**src/hw/cache_config.svh**
```systemverilog
//~~~~~~~~~~~~~~~~~~~~~~~~~~~~~~~~~~~~~~~~~~~~~~~~~~~~~~~~~~~~~~~~~~~~~~~~~~
// L2 cache geometry
// address, line and set widths shared by the package and the stores
//~~~~~~~~~~~~~~~~~~~~~~~~~~~~~~~~~~~~~~~~~~~~~~~~~~~~~~~~~~~~~~~~~~~~~~~~~~
`ifndef CACHE_CONFIG_SVH
`define CACHE_CONFIG_SVH

// byte address width
`define ADDR_WIDTH 32

// one line is 32 bytes
`define LINE_WIDTH 256
`define OFFSET_BITS 5

// 8 sets
`define INDEX_BITS 3

// the 3-bit tree replacement only covers four ways
`define NUM_WAYS 4

// rest of the address above index and offset
`define TAG_BITS (`ADDR_WIDTH - `INDEX_BITS - `OFFSET_BITS)

`endif

```
**src/hw/cache_pkg.sv**
```systemverilog
//~~~~~~~~~~~~~~~~~~~~~~~~~~~~~~~~~~~~~~~~~~~~~~~~~~~~~~~~~~~~~~~~~~~~~~~~~~
// L2 cache types
// payload, address field and way types plus the controller enums
//~~~~~~~~~~~~~~~~~~~~~~~~~~~~~~~~~~~~~~~~~~~~~~~~~~~~~~~~~~~~~~~~~~~~~~~~~~
`include "cache_config.svh"

package cache_pkg;

    // byte address and full line payload
    typedef logic [`ADDR_WIDTH-1:0] addr_t;
    typedef logic [`LINE_WIDTH-1:0] line_t;

    // address fields
    typedef logic [`TAG_BITS-1:0]   tag_t;
    typedef logic [`INDEX_BITS-1:0] index_t;

    // way number and one bit per way
    typedef logic [1:0]             way_t;
    typedef logic [`NUM_WAYS-1:0]   way_vec_t;

    // tree bits of one set, {b2, b1, b0}
    typedef logic [2:0]             plru_t;

    // request sequencing
    typedef enum logic [1:0] {
        IDLE,
        LOOKUP,
        WRITE_BACK,
        FILL
    } ctrl_state_t;

    // which source writes the line arrays this cycle
    typedef enum logic [1:0] {
        NO_WRITE,
        CPU_WRITE,
        MEM_FILL
    } line_src_t;

endpackage : cache_pkg

```
**src/hw/cache_ctrl_if.sv**
```systemverilog
//~~~~~~~~~~~~~~~~~~~~~~~~~~~~~~~~~~~~~~~~~~~~~~~~~~~~~~~~~~~~~~~~~~~~~~~~~~
// controller to datapath link
// strobes from the FSM, lookup and victim results back from the stores
//~~~~~~~~~~~~~~~~~~~~~~~~~~~~~~~~~~~~~~~~~~~~~~~~~~~~~~~~~~~~~~~~~~~~~~~~~~
`timescale 1ns/1ps

interface cache_ctrl_if;

    // driven by the FSM
    logic                 plru_update;
    cache_pkg::line_src_t line_src;
    logic                 write_back;
    logic                 fill;

    // tag compare results
    logic                 hit;
    cache_pkg::way_vec_t  hit_way;
    cache_pkg::way_vec_t  valid_vec;

    // replacement choice and its dirty bit
    cache_pkg::way_t      victim_way;
    logic                 victim_dirty;

    modport ctrl (
        output plru_update,
        output line_src,
        output write_back,
        output fill,
        input  hit,
        input  victim_dirty
    );

    // shared by the tag, plru and line stores, each drives its own part
    modport store (
        input  plru_update,
        input  line_src,
        input  write_back,
        input  fill,
        output hit,
        output hit_way,
        output valid_vec,
        output victim_way,
        output victim_dirty
    );

endinterface : cache_ctrl_if

```
**src/hw/cache_control.sv**
```systemverilog
//~~~~~~~~~~~~~~~~~~~~~~~~~~~~~~~~~~~~~~~~~~~~~~~~~~~~~~~~~~~~~~~~~~~~~~~~~~
// L2 cache controller
// one request in flight, lookup then optional write-back and refill
//~~~~~~~~~~~~~~~~~~~~~~~~~~~~~~~~~~~~~~~~~~~~~~~~~~~~~~~~~~~~~~~~~~~~~~~~~~
`timescale 1ns/1ps

module cache_control (
    input  logic        clk,
    input  logic        rst,

    // CPU side
    input  logic        mem_read,
    input  logic        mem_write,
    output logic        mem_resp,

    // memory side
    input  logic        pmem_resp,
    output logic        pmem_read,
    output logic        pmem_write,

    cache_ctrl_if.ctrl  bus
);

    cache_pkg::ctrl_state_t state;
    cache_pkg::ctrl_state_t next_state;

    always_ff @(posedge clk)
    begin
        if (rst)
            state <= cache_pkg::IDLE;
        else
            state <= next_state;
    end

    always_comb
    begin
        next_state = state;
        case (state)
            cache_pkg::IDLE:
            begin
                if (mem_read || mem_write)
                    next_state = cache_pkg::LOOKUP;
            end
            cache_pkg::LOOKUP:
            begin
                // hit finishes here, miss evicts dirty victim first
                if (bus.hit)
                    next_state = cache_pkg::IDLE;
                else if (bus.victim_dirty)
                    next_state = cache_pkg::WRITE_BACK;
                else
                    next_state = cache_pkg::FILL;
            end
            cache_pkg::WRITE_BACK:
            begin
                if (pmem_resp)
                    next_state = cache_pkg::FILL;
            end
            cache_pkg::FILL:
            begin
                // back to lookup, which now hits
                if (pmem_resp)
                    next_state = cache_pkg::LOOKUP;
            end
            default:
            begin
                next_state = cache_pkg::IDLE;
            end
        endcase
    end

    always_comb
    begin
        mem_resp        = 1'b0;
        pmem_read       = 1'b0;
        pmem_write      = 1'b0;
        bus.plru_update = 1'b0;
        bus.line_src    = cache_pkg::NO_WRITE;
        bus.write_back  = 1'b0;
        bus.fill        = 1'b0;

        case (state)
            cache_pkg::LOOKUP:
            begin
                if (bus.hit)
                begin
                    mem_resp        = 1'b1;
                    bus.plru_update = 1'b1;
                    // write hit also marks the line dirty
                    if (mem_write)
                        bus.line_src = cache_pkg::CPU_WRITE;
                end
            end
            cache_pkg::WRITE_BACK:
            begin
                // held until memory takes the victim line
                pmem_write     = 1'b1;
                bus.write_back = 1'b1;
            end
            cache_pkg::FILL:
            begin
                pmem_read = 1'b1;
                bus.fill  = 1'b1;
                // refill lands with the response
                if (pmem_resp)
                    bus.line_src = cache_pkg::MEM_FILL;
            end
            default:
            begin
                // idle, nothing driven
            end
        endcase
    end

endmodule : cache_control

```
**src/flat_wrapper.sv**
```systemverilog
// flat-port wrapper written by rule: the top's interface ports become plain ports
module cache_control_flat 
  (clk, rst, mem_read, mem_write, mem_resp, pmem_resp, pmem_read, pmem_write, bus_plru_update, bus_line_src, bus_write_back, bus_fill, bus_hit, bus_victim_dirty);
  cache_ctrl_if bus_i ();
  input  logic clk;
  input  logic rst;
  input  logic mem_read;
  input  logic mem_write;
  output logic mem_resp;
  input  logic pmem_resp;
  output logic pmem_read;
  output logic pmem_write;
  output wire logic [$bits(bus_i.plru_update)-1:0] bus_plru_update;
  output wire logic [$bits(bus_i.line_src)-1:0] bus_line_src;
  output wire logic [$bits(bus_i.write_back)-1:0] bus_write_back;
  output wire logic [$bits(bus_i.fill)-1:0] bus_fill;
  input wire logic [$bits(bus_i.hit)-1:0] bus_hit;
  input wire logic [$bits(bus_i.victim_dirty)-1:0] bus_victim_dirty;
  assign bus_plru_update = bus_i.plru_update;
  assign bus_line_src = bus_i.line_src;
  assign bus_write_back = bus_i.write_back;
  assign bus_fill = bus_i.fill;
  assign bus_i.hit = bus_hit;
  assign bus_i.victim_dirty = bus_victim_dirty;
  cache_control u_core (.clk(clk), .rst(rst), .mem_read(mem_read), .mem_write(mem_write), .mem_resp(mem_resp), .pmem_resp(pmem_resp), .pmem_read(pmem_read), .pmem_write(pmem_write), .bus(bus_i));
endmodule
```
**config.mk**
```make
export PLATFORM = sky130hd
export DESIGN_NAME = cache_control_flat
export DESIGN_NICKNAME = d
export VERILOG_FILES = /design/src/hw/cache_pkg.sv /design/src/hw/cache_ctrl_if.sv /design/src/hw/cache_control.sv /design/src/flat_wrapper.sv
export VERILOG_INCLUDE_DIRS = /design/src /design/src/hw
export SDC_FILE = /design/constraint.sdc
export NUM_CORES = 1
export LEC_CHECK = 0
export BUFFER_PORTS_ARGS = -buffer_cell sky130_fd_sc_hd__buf_4
export CAP_MARGIN = 0
export CORE_AREA = 3 3 40 42
export CTS_BUF_LIST = sky130_fd_sc_hd__clkbuf_8
export CTS_CLUSTER_SIZE = 14
export DETAILED_ROUTE_END_ITERATION = 10
export DIE_AREA = 0 0 43 45
export HOLD_SLACK_MARGIN = 0.05
export PLACE_DENSITY = 0.48
export SLEW_MARGIN = 20
export SYNTH_ARGS = -nofsm -noshare
export SYNTH_HDL_FRONTEND = slang
export SYNTH_SLANG_ARGS = --single-unit
export TNS_END_PERCENT = 100
```
**constraint.sdc**
```tcl
create_clock -name clk -period 1.6 [get_ports clk]
set_input_delay 0.32 -clock clk [delete_from_list [all_inputs] [get_ports clk]]
set_output_delay 0.32 -clock clk [all_outputs]
set_load 0.005 [all_outputs]
```
# --- Yosys cells after proc, flatten, opt, wreduce, memory -nomap -nowiden ---
# Cells that the tools add are included.
totals:
  register_bits: 2
  input_bits: 7
  output_inout_bits: 8
op_classes:
  n_eq_ne: 6
  mux: 14
  reduce_logical: 3
op_table:
  columns: ["operator", "count"]
  rows:
  - ["$mux W2", 6]
  - ["$pmux W2 S4", 1]
  - ["$mux W1", 6]
  - ["$eq A2 B2 Y1 const B", 2]
  - ["$ne A2 B2 Y1 const B", 2]
  - ["$pmux W2 S2", 1]
  - ["$reduce_and A3 Y1", 1]
  - ["$eq A2 B1 Y1 const B", 1]
  - ["$logic_not A2 Y1", 1]
  - ["$ne A2 B1 Y1 const B", 1]
  - ["$logic_or A1 B1 Y1", 1]

# --- Depth between registers and ports, before layout ---
# Gate-level depths: netlist (run 1).
depth:
  word_depth: 3
  mapped_depth: 5
  depth_no_buf: 5

# --- Worst setup path after synthesis (run 1) ---
# OpenSTA, ideal clock, no wires.
synth_path:
  path_kind: "register to register"
  start: "reg u_core.state[1]"
  end: "reg u_core.state[0]"
  setup_time_ns: 0.070
  t_arrival_ns: 1.387
  setup_slack_ns: 0.143
  stages_incl_launch_ff: 6
  period_less_slack_ns: 1.457
  path_cell_list: "dfxtp_1 > inv_1 > ha_1 > or3b_1 > a311o_1 > a21oi_1"
synth_via:
  elab_chain_len: 3
synth_rtl:
  columns: ["element", "line", "text"]
  rows:
  - ["start: declaration", "cache_control.sv:24", "cache_pkg::ctrl_state_t state;"]
  - ["start signal: assignment", "cache_control.sv:30", "state <= cache_pkg::IDLE;"]
  - ["start signal: assignment", "cache_control.sv:32", "state <= next_state;"]
  - ["$eq A2 B2 Y1 or $logic_not A2 Y1 (tied branches)", "cache_control.sv:38", "case (state)"]
  - ["$ne A2 B2 Y1 (no source line) or $ne A2 B1 Y1 (tied branches)", null, null]
  - ["$reduce_and A3 Y1 (no source line)", null, null]
# Several ways; a longest one is shown, not always the timed one.
# A chain may end at the register's enable or synchronous reset.

# --- Worst setup path in the final report (run 1) ---
layout_path:
  start: "reg u_core.state[1]"
  end: "out bus_line_src[1]"
layout_via:
  elab_chain_len: 2
layout_rtl:
  columns: ["element", "line", "text"]
  rows:
  - ["$eq A2 B2 Y1 or $eq A2 B1 Y1 (tied branches)", "cache_control.sv:82", "case (state)"]
  - ["$pmux W2 S2 *", "cache_control.sv:82", null]
  - ["end: declaration", "flat_wrapper.sv:14", "output wire logic [$bits(bus_i.line_src)-1:0] bus_line_src;"]
# Mark *: on every way between the ends. The rest lies on a longest branch, timed or not.

==> results of run 1 <==
[cell families (layout without fill, tap and decap cells)]
kind of cell               count (synthesis)  after routing  share of synthesized area [%]
and+or+nand+nor                            7              7                           16.8
DFF                                        2              2                           15.8
adders and majority gates                  6              6                           29.7
muxes                                      1              1                           3.96
buffers and inverters                      7             23                           14.8
AOI/OAI and AO/OA                          6              6                           18.8
[repair_timing]
action | in CTS | in global routing
hold buffers | 0 | 0
setup endpoints to repair | 0 | 3
gates resized for setup | 0 | 4
[through the flow]
step           cells  setup slack, ns  power (mW)  util, %  hold slack, ns
6_report          60           0.0741       0.336     32.3           0.264
5_1_grt           60           0.0101       0.361     32.3           0.262
4_1_cts           60           0.0128       0.343     31.9           0.268
3_5_place_dp      57            0.137       0.140     28.7           0.488
3_3_place_gp      57            0.164       0.141     28.7           0.488
2_1_floorplan     29            0.143       0.104        -           0.389
[cell usage in the layout, fill, tap and decap left out, types with 2 or more instances in the layout]
cell	netlist	final
ha_1	6	5
buf_4	3	16
dfxtp_2	0	2
inv_1	4	3
clkbuf_8	0	3
[routing by layer]
metal  routed length [µm]  global-route usage [%]  vias to the layer above
met3                   51                    2.39                        0
met4                    0                    5.42                        0
li1                     -                       -                      128
met2                  276                    10.5                        8
met1                  241                    7.91                      115
met5                    0                       0                        -
[layout make-up]
| cell class | instances | share of cell area [%] |
|---|---|---|
| clock buffers | 3 | 9.94 |
| inverters | 4 | 3.61 |
| multi-input cells | 20 | 42.8 |
| flip-flops and latches | 2 | 10.2 |
| well taps | 15 | 4.52 |
| repair buffers | 16 | 28.9 |
[power by group through the flow]
stage	Sequential, mW	Combinational, mW	Clock [mW]
final	0.0622	0.0780	0.196
after global routing	0.0638	0.0881	0.209
after CTS	0.0607	0.0789	0.203
after global placement	0.0609	0.0799	0
after floorplan	0.0609	0.0434	0
after detailed placement	0.0614	0.0789	0
[worst max-delay path by stage]
| stage | to | slack, ns |
|---|---|---|
| 3_5_place_dp | u_core.state[0]$_SDFFE_PP0P_ | 0.14 |
| 4_1_cts | bus_line_src[1] | 0.01 |
| 6_report | bus_line_src[1] | 0.07 |
| 3_3_place_gp | u_core.state[0]$_SDFFE_PP0P_ | 0.16 |
| 2_1_floorplan | u_core.state[0]$_SDFFE_PP0P_ | 0.14 |
| 5_1_grt | bus_line_src[1] | 0.01 |
==> metrics.md, run 1 <==
| Metric | Value |
|---|---|
| Outcome | completed |
| Finished Cell Area | 415 µm² |
| Vias/cell | 4.18 |
| Cell row count | 13 |
| Final Hold Fails | 0 |
| Switching share of power | 22.3% |
| Critical Path Source Type | register |
| Worst path most repeated cell | buf_4 |
| Sum of negative setup slack | 0 ns |
| Share of layout cells above drive strength 1 | 53.3% |
| Post-Route WL | 569 µm |
| Required time of the critical path | 1.28 ns |
| Drt wl/cell | 9.48 µm |
| Relative slew slack | 78.4% |
| Pin count of the biggest net entering global routing | 6 |
| Initial core utilization | 19.7% |
| DRT Pass-1 Iters | 3 |
| GRT Util Overall | 6.90% |
| Number of buffer and inverter stages on the critical path | 3 |
| Via count | 251 |
| F_max | 655 MHz |
| ANT cells | 0 |
| Delay of the slowest critical-path stage | 0.32 ns |
| CTS tree | done |
| Data arrival, critical path | 1.21 ns |
| WS Path Type | register to output port |
| Area Growth Syn to Fin | 64.4% |
| Worst Max-Slew Pin Slew | 0.323 ns |
| Ys Warns | 0 |
| Multi-input gate area | 178 µm² |
| Detail Route Antenna Nets | 0 |
| Hold endpoint | u_core.state[0]$_SDFFE_PP0P_ |
| Clock transition at path regs | 0.03 ns |
| Synthesized instance count | 29 |
| CP top delay family | flip-flops |
| Seq/Total Area, Yosys | 15.8% |
| LEAKAGE | 0.228 nW |
| R2r setup slk | 0.18 ns |
| Largest regs | u_core.state (2) |
| Largest register by flop count | u_core.state |
| Synth area leaders | ha_1 (30%), dfxtp_1 (16%), buf_4 (8.9%) |
| GP Congestion | 0.741 |
| R2R depth | 4 |
| Max reg flops | 2 |
| Area of the mapped netlist | 253 µm² |
| Die ar. | 1940 µm² |
| Initial antenna violation count | 0 |
| Clock share of power | 58.3% |
| Fillers | 132 |
| Max FO, Critical Path | 4 |
| R2R Path End | u_core.state[0]$_SDFFE_PP0P_ |
| Netlist cell types | 18 |
| Core area | 1280 µm² |
| Final period utilization | 95.4% |
| Critical path depth | 5 |
| Starting DRT DRC Count | 2 |
| Combinational share of power | 23.2% |
| CP Cell Sequence | inv_2 > ha_2 > buf_4 > o211a_1 > buf_4 |
| RR Startpoint | u_core.state[0]$_SDFFE_PP0P_ |
| Area after DPL | 369 µm² |
| Int Pwr | 0.261 mW |
| CP endpoint kind | output port |
| Port bufs | 14 |
| RSZ-0062 raised after global routing | false |
| Main synth FF type | dfxtp_1 |
| Async S/R FF share, synth | 0% |
| Root buffer cell | clkbuf_8 |
| Largest area contributor in the netlist | ha_1 |
| Max Slew Vio Count | 0 |
| Register Area | 42.5 µm² |
| Yosys top cell area share | 29.7% |
| Post-synth EDFFs | 0 |
| HP Class | primary input to register |
| Max VDD drop | 316 µV |
| Global route overflow | 0 |
| Maximum capacitance violations | 0 |
| Fin nets | 60 |
| Synth Register Bits | 2 |
| Die Span X | 43 µm |
| Die Ht | 45 µm |
| Power per cell area | 809 nW/µm² |
| Hold path depth | 2 |
| Cts bufs inserted | 3 |
| Clock skew | 0.000642 ns |
| Residual DRC | 0 |
| Setup Fix Bufs, Post-CTS | 0 |
| Count leader, synth | ha_1 |
| Clock tree buffer depth | 2 |
| H-tree lvl count | 1 |
| IO Pins | 15 |
| Skew-Pair Late Insertion Delay | 0.21 ns |
| First-pass GRT wire length | 972 µm |
| Power share of the sequential group | 18.5% |
| Final setup viols | 0 |
| Crit-path slowest cell | dfxtp_2 |
| Net Count, Synth | 42 |
| Tmin final | 1.53 ns |
| Hold_sp | rst |
| Num Clock Sinks | 2 |
| Number of global-route vias before repair | 264 |
| Worst setup path startpoint | u_core.state[1]$_SDFFE_PP0P_ |
| Synth cell count leaders | ha_1 (6), inv_1 (4), buf_4 (3) |
| Post-Syn Area per Cell | 8.72 µm² |
| Switching pwr | 0.0749 mW |
(Power assumes the default switching activity.)
==> inputs of run 2 (changes only) <==
Settings changed: ABC_AREA set to 1, GPL_ROUTABILITY_DRIVEN set to 1, PLACE_DENSITY 0.48 to 0.49.
Clock period 1.6 ns to 1.5 ns, I/O delays scaled along.
==> metrics.md, run 2 <==
| Metric | Value |
|---|---|
| Synth area leaders | ha_1 (29%), dfxtp_1 (16%), inv_1 (13%) |
| Clock skew | 0.00266 ns (+0.00202 ns) |
| Root buffer cell | clkbuf_8 |
| LEAKAGE | 0.238 nW (+4.3%) |
| Port bufs | 14 (unchanged) |
| Commonest non-fill, non-tap cell in the layout | buf_4 |
| Share of layout cells above drive strength 1 | 40.7% (-13 points) |
| Tmin final | 1.40 ns |
| Register Area | 41.3 µm² (-2.9%) |
| Hold path depth | 4 (+2) |
| Largest regs | u_core.state (2) |
| R2R depth | 6 (+2) |
| CTS tree | done |
| Ys Warns | 0 (unchanged) |
| DP HPWL | 447 µm |
| Clock tree buffer depth | 2 (unchanged) |
| H-tree lvl count | 1 (unchanged) |
| Num Clock Sinks | 2 (unchanged) |
| Area Growth Syn to Fin | 56.8% |
| CP endpoint kind | output port |
| First-pass GRT wire length | 848 µm (-13%) |
| Post-Route WL | 542 µm (-4.7%) |
| Required time of the critical path | 1.20 ns (-0.08 ns) |
| GRT Util Overall | 6.32% (-0.58 points) |
| Worst Max-Slew Pin Slew | 0.151 ns (-0.172 ns) |
| Hold-fix buffers, CTS | 0 (unchanged) |
| Fin nets | 69 (+15%) |
| Final Hold Fails | 0 (unchanged) |
| Die Ht | 45 µm (unchanged) |
| Largest register by flop count | u_core.state |
| Net Count, Synth | 53 (+26%) |
| Residual DRC | 0 (unchanged) |
| Main synth FF type | dfxtp_1 |
| Final setup viols | 0 (unchanged) |
| Initial antenna violation count | 0 (unchanged) |
| Clock share of power | 35.8% (-22 points) |
| Max FO, Critical Path | 5 (+1) |
| Total power | 0.585 mW (+74%) |
| Final period utilization | 93.4% |
| Cts bufs inserted | 3 (unchanged) |
| Sum of negative setup slack | 0 ns (unchanged) |
| Die Span X | 43 µm (unchanged) |
| Cell row count | 13 (unchanged) |
| RR Startpoint | u_core.state[0]$_SDFFE_PP0P_ |
| Count leader, synth | inv_1 |
| Skew-Pair Late Insertion Delay | 0.21 ns (about the same) |
| Number of global-route vias before repair | 230 (-13%) |
| Max reg flops | 2 (unchanged) |
| Maximum capacitance violations | 0 (unchanged) |
| Die ar. | 1940 µm² (unchanged) |
| Largest area contributor in the netlist | ha_1 |
| Initial core utilization | 20.1% (+0.39 points) |
| Seq/Total Area, Yosys | 15.5% (-0.31 points) |
| Power share of the sequential group | 17.5% (-1.0 points) |
| R2R Path End | u_core.state[1]$_SDFFE_PP0P_ |
| Yosys top cell area share | 29.1% (-0.58 points) |
| Detail Route Antenna Nets | 0 (unchanged) |
| Async S/R FF share, synth | 0% (unchanged) |
| IO Pins | 15 (unchanged) |
| Layout Cells excl Fill | 69 (+15%) |
| HP Class | primary input to register |
| Max Slew Vio Count | 0 (unchanged) |
| Post-Syn Area per Cell | 6.44 µm² (-26%) |
| Area of the mapped netlist | 258 µm² (+2.0%) |
| Netlist cell types | 10 (-8) |
| Drt wl/cell | 7.86 µm (-17%) |
| Switching share of power | 35.8% (+14 points) |
| RSZ-0062 raised after global routing | false |
| Synth Register Bits | 2 (unchanged) |
| Data arrival, critical path | 1.10 ns (-0.11 ns) |
| Power per cell area | 1450 nW/µm² (+79%) |
| Relative slew slack | 89.9% (+11 points) |
| R2r setup slk | 0.26 ns (+0.08 ns) |
| WS Path Type | register to output port |
| Combinational share of power | 46.6% (+23 points) |
| Via count | 257 (+2.4%) |
| Worst setup path startpoint | u_core.state[1]$_SDFFE_PP0P_ |
| Int Pwr | 0.376 mW (+44%) |
| Max VDD drop | 630 µV (+99%) |
| Critical Path Source Type | register |
| Vias/cell | 3.72 (-11%) |
| Synthesized instance count | 40 (+38%) |
| Switching pwr | 0.210 mW (+180%) |
| CP Cell Sequence | inv_2 > ha_2 > o21ai_1 > nor2_1 > buf_4 |
| Core area | 1280 µm² (unchanged) |
| Clock transition at path regs | 0.03 ns (about the same) |
| Delay of the slowest critical-path stage | 0.36 ns (+0.04 ns) |
| Multi-input gate area | 164 µm² (-7.7%) |
| CP endpoint | bus_line_src[1] |
| Fillers | 148 (+12%) |
| ANT cells | 0 (unchanged) |
| GP Congestion | 0.724 (-2.4%) |
| Synth cell count leaders | inv_1 (9), nor2_1 (8), nand2_1 (7) |
| Pin count of the biggest net entering global routing | 6 (unchanged) |
| Inst Count DP | 66 (+16%) |
| Starting DRT DRC Count | 6 (+4) |
| Crit-path slowest cell | dfxtp_2 |
| DRT Pass-1 Iters | 2 (-1) |
| Outcome | completed |
| F_max | 714 MHz |
| Global route overflow | 0 (unchanged) |
| Post-synth EDFFs | 0 (unchanged) |
| Commonest non-fill, non-tap cells in the layout | buf_4 (14), inv_1 (8), nor2_1 (8) |
[run 2: routing by layer]
metal | part of all wire (%) | vias up | global-route usage, %
li1 | - | 141 | -
met1 | 44 | 101 | 6.47
met2 | 40 | 13 | 8.68
met3 | 13 | 2 | 3.19
met4 | 2.8 | 0 | 7.23
met5 | 0 | - | 0
[run 2: final cells by class]
class / count / area share, %
Clock buffer: 3 / 10.2
Tap cell: 15 / 4.64
Timing Repair Buffer: 14 / 26.0
Sequential cell: 2 / 10.2
Inverter: 9 / 8.36
Multi-Input combinational cell: 26 / 40.6
[run 2: worst min path at each step]
stage / to / start / slack, ns
detailed placement: u_core.state[0]$_SDFFE_PP0P_ / rst / 0.55
global placement: u_core.state[1]$_SDFFE_PP0P_ / rst / 0.55
finish: u_core.state[0]$_SDFFE_PP0P_ / rst / 0.33
floorplan: u_core.state[1]$_SDFFE_PP0P_ / rst / 0.46
CTS: u_core.state[0]$_SDFFE_PP0P_ / rst / 0.33
global route: u_core.state[0]$_SDFFE_PP0P_ / rst / 0.36
[run 2: power groups by stage]
stage                     Clock [mW]  Sequential (mW)  Combinational (mW)
final                          0.210            0.103               0.273
after floorplan                    0           0.0950               0.196
after detailed placement           0           0.0993               0.274
after CTS                      0.217            0.100               0.277
after global placement             0           0.0996               0.277
after global routing           0.224            0.105               0.317
[run 2: per-stage QoR]
step           area (µm²)  hold WS (ns)  util [%]  setup slack, ns
5_1_grt               404         0.356      31.5           0.0435
6_report              404         0.333      31.5           0.0991
2_1_floorplan         258         0.455         -            0.300
3_5_place_dp          359         0.552      27.9            0.158
4_1_cts               402         0.330      31.3           0.0336
3_3_place_gp          359         0.552      27.9            0.192
[run 2: critical path, delay by kind of cell (launching register included)]
kind	cells	cell delay (ns)
buf+inv	2	0.19
simple gates	1	0.05
fa+ha+maj	1	0.18
compound gates	1	0.13
flops	1	0.36
[run 2: cell families after synthesis]
logic type	Yosys count	share of synthesized area [%]
compound gates	4	9.22
fa+ha+maj	6	29.1
buf+inv	12	21.8
flops	2	15.5
simple gates	16	24.3
[run 2: repair_timing]
| action | in CTS | in global routing |
|---|---|---|
| gates resized for setup | 2 | 2 |
| endpoints found under the setup margin | 1 | 4 |
| buffers inserted | 0 | 0 |
| pin swaps | 0 | 0 |
